<file path="config.mk">
export PLATFORM = sky130hd
export DESIGN_NAME = dp_exec_top
export DESIGN_NICKNAME = d
export VERILOG_FILES = /design/src/source/dp_exec_pkg.sv /design/src/source/dp_exec_top.sv /design/src/source/exec_writeback.sv /design/src/source/dp_alu.sv /design/src/source/operand_shifter.sv
export SDC_FILE = /design/constraint.sdc
export NUM_CORES = 1
export LEC_CHECK = 0
export ABC_AREA = 1
export ABC_CLOCK_PERIOD_IN_PS = 7800
export BUFFER_PORTS_ARGS = -buffer_cell sky130_fd_sc_hd__buf_4
export CAP_MARGIN = 40
export CORE_ASPECT_RATIO = 1.5
export CORE_MARGIN = 3
export CORE_UTILIZATION = 45
export DETAILED_ROUTE_END_ITERATION = 10
export SYNTH_ARGS = -nofsm -noshare
export SYNTH_HDL_FRONTEND = slang
export SYNTH_SLANG_ARGS = --single-unit
</file>
<file path="constraint.sdc">
create_clock -name clk -period 7.8 [get_ports clk]
set_input_delay 0.78 -clock clk [delete_from_list [all_inputs] [get_ports clk]]
set_output_delay 0.78 -clock clk [all_outputs]
set_load 0.02 [all_outputs]
</file>
<file path="src/source/dp_exec_pkg.sv">
package dp_exec_pkg;

    localparam int WORD_W = 32;

    // Data-processing opcodes in ARM encoding order
    localparam logic [3:0] OP_AND = 4'd0;
    localparam logic [3:0] OP_EOR = 4'd1;
    localparam logic [3:0] OP_SUB = 4'd2;
    localparam logic [3:0] OP_RSB = 4'd3;
    localparam logic [3:0] OP_ADD = 4'd4;
    localparam logic [3:0] OP_ADC = 4'd5;
    localparam logic [3:0] OP_SBC = 4'd6;
    localparam logic [3:0] OP_RSC = 4'd7;
    localparam logic [3:0] OP_TST = 4'd8;
    localparam logic [3:0] OP_TEQ = 4'd9;
    localparam logic [3:0] OP_CMP = 4'd10;
    localparam logic [3:0] OP_CMN = 4'd11;
    localparam logic [3:0] OP_ORR = 4'd12;
    localparam logic [3:0] OP_MOV = 4'd13;
    localparam logic [3:0] OP_BIC = 4'd14;
    localparam logic [3:0] OP_MVN = 4'd15;

    // Shift types
    localparam logic [1:0] SH_LSL = 2'd0;
    localparam logic [1:0] SH_LSR = 2'd1;
    localparam logic [1:0] SH_ASR = 2'd2;
    localparam logic [1:0] SH_ROR = 2'd3;

    // Bit positions in the NZCV word
    localparam int FLAG_N = 3;
    localparam int FLAG_Z = 2;
    localparam int FLAG_C = 1;
    localparam int FLAG_V = 0;

    // Operand-two field from instruction bits 11:0
    typedef union packed {
        struct packed {
            logic [3:0] rotate;             // Rotate right by twice this
            logic [7:0] imm8;
        } imm;
        struct packed {
            logic [4:0] shift_amount;
            logic [1:0] shift_type;
            logic       pad;                // Always zero for immediate-amount shifts
            logic [3:0] rm;                 // Carried only as the value comes on rm_value
        } shifted;
    } operand2_t;

endpackage : dp_exec_pkg
</file>
<file path="src/source/dp_exec_top.sv">
`timescale 1ns/100ps

module dp_exec_top import dp_exec_pkg::*; (
    input  logic                clk,
    input  logic                reset,
    input  logic                issue,
    input  logic [3:0]          alu_op,
    input  logic                set_flags,
    input  logic                imm_form,
    input  operand2_t           operand2,
    input  logic [WORD_W-1:0]   rn_value,
    input  logic [WORD_W-1:0]   rm_value,
    input  logic                latch_op_b,
    input  logic                use_op_b_latch,
    input  logic                disable_op_b,
    output logic                result_valid,
    output logic [WORD_W-1:0]   result,
    output logic                write_rd,
    output logic [3:0]          flags
);

    logic [WORD_W-1:0] shifted_b;
    logic              shifter_carry;
    logic [WORD_W-1:0] alu_result;
    logic [3:0]        alu_flags;

    operand_shifter operand_shifter_inst (
        .operand2      (operand2),
        .imm_form      (imm_form),
        .rm_value      (rm_value),
        .carry_flag    (flags[FLAG_C]),                 // Architectural C feeds RRX
        .shifted_b     (shifted_b),
        .shifter_carry (shifter_carry)
    );

    dp_alu dp_alu_inst (
        .clk            (clk),
        .reset          (reset),
        .alu_op         (alu_op),
        .rn_value       (rn_value),
        .shifted_b      (shifted_b),
        .shifter_carry  (shifter_carry),
        .flags_in       (flags),
        .latch_op_b     (latch_op_b),
        .use_op_b_latch (use_op_b_latch),
        .disable_op_b   (disable_op_b),
        .alu_result     (alu_result),
        .alu_flags      (alu_flags)
    );

    exec_writeback exec_writeback_inst (
        .clk          (clk),
        .reset        (reset),
        .issue        (issue),
        .alu_op       (alu_op),
        .set_flags    (set_flags),
        .alu_result   (alu_result),
        .alu_flags    (alu_flags),
        .result       (result),
        .result_valid (result_valid),
        .write_rd     (write_rd),
        .flags        (flags)
    );

endmodule : dp_exec_top

</file>
<file path="src/source/exec_writeback.sv">
`timescale 1ns/100ps

module exec_writeback import dp_exec_pkg::*; (
    input  logic                clk,
    input  logic                reset,
    input  logic                issue,
    input  logic [3:0]          alu_op,
    input  logic                set_flags,
    input  logic [WORD_W-1:0]   alu_result,
    input  logic [3:0]          alu_flags,
    output logic [WORD_W-1:0]   result,
    output logic                result_valid,
    output logic                write_rd,
    output logic [3:0]          flags
);

    logic is_compare;

    // TST, TEQ, CMP and CMN only touch the flags
    assign is_compare = alu_op inside {OP_TST, OP_TEQ, OP_CMP, OP_CMN};

    always_ff @(posedge clk) begin
        if (reset) begin
            result_valid <= 1'b0;
            write_rd     <= 1'b0;
            result       <= '0;
            flags        <= '0;
        end else begin
            result_valid <= issue;                      // One cycle after issue
            write_rd     <= issue & ~is_compare;
            if (issue) begin
                result <= alu_result;
                if (set_flags) begin
                    flags <= alu_flags;                 // Seen by the next issue
                end
            end
        end
    end

endmodule : exec_writeback

</file>
<file path="src/source/dp_alu.sv">
`timescale 1ns/100ps

module dp_alu import dp_exec_pkg::*; (
    input  logic                clk,
    input  logic                reset,
    input  logic [3:0]          alu_op,
    input  logic [WORD_W-1:0]   rn_value,
    input  logic [WORD_W-1:0]   shifted_b,
    input  logic                shifter_carry,
    input  logic [3:0]          flags_in,
    input  logic                latch_op_b,
    input  logic                use_op_b_latch,
    input  logic                disable_op_b,
    output logic [WORD_W-1:0]   alu_result,
    output logic [3:0]          alu_flags
);

    logic [WORD_W-1:0] op_b_latch;
    logic [WORD_W-1:0] op_a;
    logic [WORD_W-1:0] op_b;
    logic [WORD_W:0]   sum;
    logic              carry_in;
    logic              c_out;
    logic              v_out;

    always_ff @(posedge clk) begin
        if (reset) begin
            op_b_latch <= '0;
        end else if (latch_op_b) begin
            op_b_latch <= shifted_b;                      // Independent of issue
        end
    end

    assign op_a     = rn_value;
    assign op_b     = use_op_b_latch ? op_b_latch : (disable_op_b ? '0 : shifted_b);
    assign carry_in = flags_in[FLAG_C];

    always_comb begin
        alu_result = '0;
        sum        = '0;
        c_out      = carry_in;
        v_out      = flags_in[FLAG_V];

        case (alu_op)
            OP_AND, OP_TST: begin
                alu_result = op_a & op_b;
                c_out      = shifter_carry;
            end
            OP_EOR, OP_TEQ: begin
                alu_result = op_a ^ op_b;
                c_out      = shifter_carry;
            end
            OP_ORR: begin
                alu_result = op_a | op_b;
                c_out      = shifter_carry;
            end
            OP_MOV: begin
                alu_result = op_b;
                c_out      = shifter_carry;
            end
            OP_BIC: begin
                alu_result = op_a & ~op_b;
                c_out      = shifter_carry;
            end
            OP_MVN: begin
                alu_result = ~op_b;
                c_out      = shifter_carry;
            end

            OP_ADD, OP_CMN, OP_ADC: begin
                sum        = {1'b0, op_a} + {1'b0, op_b}
                           + {{WORD_W{1'b0}}, (alu_op == OP_ADC) & carry_in};
                alu_result = sum[WORD_W-1:0];
                c_out      = sum[WORD_W];
                v_out      = ~(op_a[WORD_W-1] ^ op_b[WORD_W-1])
                           & (op_a[WORD_W-1] ^ alu_result[WORD_W-1]);
            end

            OP_SUB, OP_CMP, OP_SBC: begin
                sum        = {1'b0, op_a} - {1'b0, op_b}
                           - {{WORD_W{1'b0}}, (alu_op == OP_SBC) & ~carry_in};
                alu_result = sum[WORD_W-1:0];
                c_out      = ~sum[WORD_W];                    // NOT borrow
                v_out      = (op_a[WORD_W-1] ^ op_b[WORD_W-1])
                           & (op_a[WORD_W-1] ^ alu_result[WORD_W-1]);
            end

            OP_RSB, OP_RSC: begin                             // b minus a
                sum        = {1'b0, op_b} - {1'b0, op_a}
                           - {{WORD_W{1'b0}}, (alu_op == OP_RSC) & ~carry_in};
                alu_result = sum[WORD_W-1:0];
                c_out      = ~sum[WORD_W];
                v_out      = (op_a[WORD_W-1] ^ op_b[WORD_W-1])
                           & (op_b[WORD_W-1] ^ alu_result[WORD_W-1]);
            end
        endcase
    end

    always_comb begin
        alu_flags         = '0;
        alu_flags[FLAG_N] = alu_result[WORD_W-1];
        alu_flags[FLAG_Z] = (alu_result == '0);
        alu_flags[FLAG_C] = c_out;
        alu_flags[FLAG_V] = v_out;
    end

endmodule : dp_alu

</file>
<file path="src/source/operand_shifter.sv">
`timescale 1ns/100ps

module operand_shifter import dp_exec_pkg::*; (
    input  operand2_t           operand2,
    input  logic                imm_form,
    input  logic [WORD_W-1:0]   rm_value,
    input  logic                carry_flag,
    output logic [WORD_W-1:0]   shifted_b,
    output logic                shifter_carry
);

    logic [4:0]          rot_amount;
    logic [WORD_W-1:0]   imm_value;
    logic [4:0]          amount;
    logic [2*WORD_W-1:0] rot_pair;
    logic [WORD_W:0]     left_ext;
    logic [WORD_W:0]     right_ext;

    // Immediate form rotates imm8 right by 2*rotate
    assign rot_amount = {operand2.imm.rotate, 1'b0};
    assign rot_pair   = {2{{24'h0, operand2.imm.imm8}}} >> rot_amount;
    assign imm_value  = rot_pair[WORD_W-1:0];

    assign amount = operand2.shifted.shift_amount;

    always_comb begin
        shifted_b     = rm_value;
        shifter_carry = carry_flag;
        left_ext      = '0;
        right_ext     = '0;

        if (imm_form) begin
            shifted_b = imm_value;
            if (operand2.imm.rotate != 4'h0) begin
                shifter_carry = imm_value[WORD_W-1];
            end
        end else begin
            case (operand2.shifted.shift_type)
                SH_LSL: begin
                    if (amount != 5'd0) begin
                        left_ext      = {1'b0, rm_value} << amount;
                        shifted_b     = left_ext[WORD_W-1:0];
                        shifter_carry = left_ext[WORD_W];      // Last bit out the top
                    end
                end

                SH_LSR: begin
                    if (amount == 5'd0) begin               // LSR #32
                        shifted_b     = '0;
                        shifter_carry = rm_value[WORD_W-1];
                    end else begin
                        right_ext     = {rm_value, 1'b0} >> amount;
                        shifted_b     = right_ext[WORD_W:1];
                        shifter_carry = right_ext[0];
                    end
                end

                SH_ASR: begin
                    if (amount == 5'd0) begin               // ASR #32
                        shifted_b     = {WORD_W{rm_value[WORD_W-1]}};
                        shifter_carry = rm_value[WORD_W-1];
                    end else begin
                        right_ext     = $signed({rm_value, 1'b0}) >>> amount;
                        shifted_b     = right_ext[WORD_W:1];
                        shifter_carry = right_ext[0];
                    end
                end

                SH_ROR: begin
                    if (amount == 5'd0) begin               // RRX
                        shifted_b     = {carry_flag, rm_value[WORD_W-1:1]};
                        shifter_carry = rm_value[0];
                    end else begin
                        shifted_b     = (rm_value >> amount) | (rm_value << (6'd32 - amount));
                        shifter_carry = rm_value[amount-5'd1];
                    end
                end
            endcase
        end
    end

endmodule : operand_shifter

</file>
==> flow_summary.ini, run 1 <==
[outcome]
stop_error = [ERROR GRT-0116] Global routing finished with congestion. Check the congestion regions in the DRC Viewer.
outcome = did not finish
stop_stage = global routing (5_1_grt)

[synthesis]
syn_inst = 3702
ys_top_cells_by_area = nand2_1, ha_1, nand3_1, inv_1, nor2_1
synth_top_cell_area_share = 0.190
synth_edf_count = 0
synth_fp_nets = 3984
ys_seq_elements = 70
ys.flop_type = dfxtp_1
postSynth.asyncResetShare = 0
synth_seq_area_share = 0.0713
yosys_warnings = 0
synth.distinct_cells = 64
netlist_area_um2 = 19600
syn_area_per_cell_um2 = 5.31
yosysTopAreaCell = nand2_1

[die]
initial_core_util = 0.456
pin_count = 126
fp.dieW_um = 177
row_count = 93
dieHeight_um = 262

[clocking]
post-cts-setup-buffers = 0
clock-root-buffer = clkbuf_16
clockBufferDepth = 2
cts_sinks = 70
h-tree-depth = 3
cts_hold_buf = 0
cts_buffers = 9
cts_resized = 0

[placement]
io_buffers = 125
dpl.hpwl_um = 101000
post_dp_cell_area_um2 = 21800
place_congestion = 1.14

[grt]
grt_max_degree = 63
track_usage = 0.570
grt_pass1_wl_um = 195000
grt.overflow.total = 35
grt_pass1_vias = 28700
cell families after synthesis:
group                      Yosys count  synth area share
and+or+nand+nor                   2058             0.448
adders and majority gates          194             0.126
xor gates and xnor gates            10           0.00446
AOI/OAI and AO/OA                  746             0.217
DFF                                 70            0.0713
muxes                                5           0.00255
buffers and inverters              619             0.131
stage by stage:
| step | worst slack, ps | std cells | hold WS, ps |
|---|---|---|---|
| after floorplan | 1570 | 3702 | 449 |
| after global placement | -232 | 4404 | 462 |
| after detailed placement | -191 | 4405 | 470 |
| after CTS | 127 | 4421 | 487 |
cell usage after synthesis (4+ instances only):
master and count:
nand3_1 461, or2_2 12, o21a_1 13, o22ai_1 28, nand3b_1 14, o2111ai_1 8
buf_6 13, nand4_1 39, inv_1 445, mux2i_1 5, o21bai_1 7, a21boi_0 6
fa_1 6, a31oi_1 25, nor2_1 429, o21ai_1 40, o21ai_2 4, o21ai_0 238
xor2_1 8, nand2_2 40, nand2_1 994, nand3_2 5, inv_2 16, a21oi_1 259
buf_4 14, clkinv_1 6, o211ai_1 63, ha_1 188, clkbuf_1 66, nor2_2 6
buf_1 10, buf_2 46, o221ai_1 10, nand2_4 10, a21o_1 12, nor3_1 31
dfxtp_1 70, nor4_1 5
routing by layer:
metal / GRT overflow / GRT usage
met5: 0 / 0
met4: 19 / 0.661
met3: 0 / 0.202
met2: 16 / 0.877
met1: 0 / 0.553
==> inputs of run 2 (changes only) <==
Settings changed: CORE_ASPECT_RATIO 1.5 to unset, CORE_UTILIZATION 45 to 30, PLACE_DENSITY_LB_ADDON set to 0.15.
==> flow_summary.ini, run 2 <==
[final_layout]
fin_nets = 4104
seq_area_um2 = 1400
final_util = 0.345
num-fill-cells = 7630
final_common_cell = nand2_1
layout-drive-gt1-share = 0.102
multiInputGateArea_um2 = 15700
area_delta_synth_final_pct = 13.4
final_cell_mix = nand2_1, nand3_1, inv_1
top_regs = dp_alu_inst.op_b_latch x32, exec_writeback_inst.result x32, exec_writeback_inst.flags x4
fin_area_um2 = 22300

[setup_path]
worstSetupEndpointType = register
path_class = in2reg
r2r_slack_ps = 2800
crit_path_frequent_cell = nor2_1
worstPathRequired_ps = 8100
start_kind = input port
cp_max_fo = 19
cp_slowest_stage_delay_ps = 450
crit_arrival_ps = 7700
slowest_stage = ha_1

[grt]
grt.overflow.total = 0
grt_pass1_vias = 24600
grt_max_degree = 77
antenna_found_initial = 3
track_usage = 0.336
grt_pass1_wl_um = 170000

[power]
peakVddDrop_mv = 0.0968
p_per_area_nw_per_um2 = 135
p_leak_nw = 11.3
finalPower_mw = 3.00

[routing]
drc_errors = 0
drtAntennaViolNets = 0
drt-total-wl_um = 118000
drt_iter0_drc = 3239
num_vias = 26200
vias_per_cell = 5.58
wl_per_cell_um = 25.2
drt_first_pass_iters = 7

[sta]
slew_headroom = 0.427
hold_viol = 0
fmax_mhz = 135
min_period_ps = 7400
tns_ps = 0
layout_worst_path_cycle_share = 0.948
grt_setup_unrepaired = false
finalWorstSetupSlack_ps = 403
tightest_slew_ps = 859
drv_slew = 0
setup_viol = 0
clock_skew_ps = 15.8

[placement]
dpl.hpwl_um = 98700
place_congestion = 1.07
io_buffers = 125
post_dp_cell_area_um2 = 22000
place_ws_ps = 320

[die]
die-area_um2 = 68600
fp.dieW_um = 262
core_area_um2 = 64600
dieHeight_um = 262
initial_core_util = 0.304
pin_count = 126
row_count = 93

[synthesis]
synth.distinct_cells = 64
synth_top_cell_area_share = 0.190
synth_edf_count = 0
ys.flop_type = dfxtp_1
syn_area_per_cell_um2 = 5.31
netlist_top_cells_count = nand2_1, nand3_1, inv_1, nor2_1, a21oi_1
yosysMostFrequentCell = nand2_1
ys_top_cells_by_area = nand2_1, ha_1, nand3_1, inv_1, nor2_1
synth_seq_area_share = 0.0713
yosys_warnings = 0
netlist_area_um2 = 19600
syn_inst = 3702
postSynth.asyncResetShare = 0
yosysTopAreaCell = nand2_1
synth_fp_nets = 3984
ys_seq_elements = 70

[clocking]
clk_pin_slew_worst_paths_ps = 70
cts_sinks = 70
cts_tree = yes
worstSkewPairLatency_ps = 360
post-cts-setup-buffers = 0
clockBufferDepth = 2
clock-root-buffer = clkbuf_16
h-tree-depth = 3
cts_buffers = 9

[job]
max-cap-violations = 0

[outcome]
outcome = finished clean

[min_path]
hp-class = reg2reg
[run 2: final cells by class]
class	instances	area share
inverter	468	0.0789
timing repair buffer	260	0.0920
sequential	70	0.0629
antenna	1	0.000112
multi-input combinational	3013	0.705
clock inverter	7	0.00286
clock buffer	9	0.0101
tap	855	0.0480
[run 2: timing repair]
item / 4_1_cts / 5_1_grt
gates resized for setup: 0 / 1
hold buffers: 0 / 0
endpoints found under the setup margin: 0 / 1
[run 2: per-stage QoR]
step / hold slack [ps] / std cells
finish: 480 / 4683
global route: 506 / 4682
CTS: 485 / 4682
detailed placement: 467 / 4666
global placement: 466 / 4664
floorplan: 449 / 3702
[run 2: cell families after synthesis]
family | count (synthesis) | share of synthesized area
mux | 5 | 0.00255
compound gates | 746 | 0.217
simple gates | 2058 | 0.448
buf+inv | 619 | 0.131
fa+ha+maj | 194 | 0.126
flops | 70 | 0.0713
xor+xnor | 10 | 0.00446
[run 2: where the power goes]
group	internal, mW	leakage, nW	total (mW)	switching (mW)
registers	0.389	0.580	0.407	0.0185
logic	0.655	10.6	2.18	1.53
clock network	0.223	0.136	0.416	0.193
total	1.27	11.3	3.00	1.74
[run 2: routing by layer]
layer	up-vias	part of all wire	track usage
li1	12500	-	-
met3	282	0.072	0.0461
met4	4	0.063	0.179
met5	-	0.00015	0
met1	12200	0.42	0.432
met2	1242	0.45	0.544
[run 2: final timing paths]
kind / startpoint / end / depth (start not counted)
max: operand2[8] / exec_writeback_inst.flags[2] / 38
min: exec_writeback_inst.result[28] / exec_writeback_inst.result[28] / 2
max reg2reg: exec_writeback_inst.flags[1] / exec_writeback_inst.flags[2] / 24
min reg2reg: exec_writeback_inst.result[28] / exec_writeback_inst.result[28] / 2
[run 2: worst max-delay path, delay by kind of cell]
| kind | cells | cell delay (ps) |
|---|---|---|
| adders and majority gates | 4 | 1370 |
| buffers and inverters | 6 | 880 |
| and+or+nand+nor | 24 | 3910 |
| AOI/OAI and AO/OA | 4 | 720 |
No activity file was read; power rests on OpenSTA's default activity.
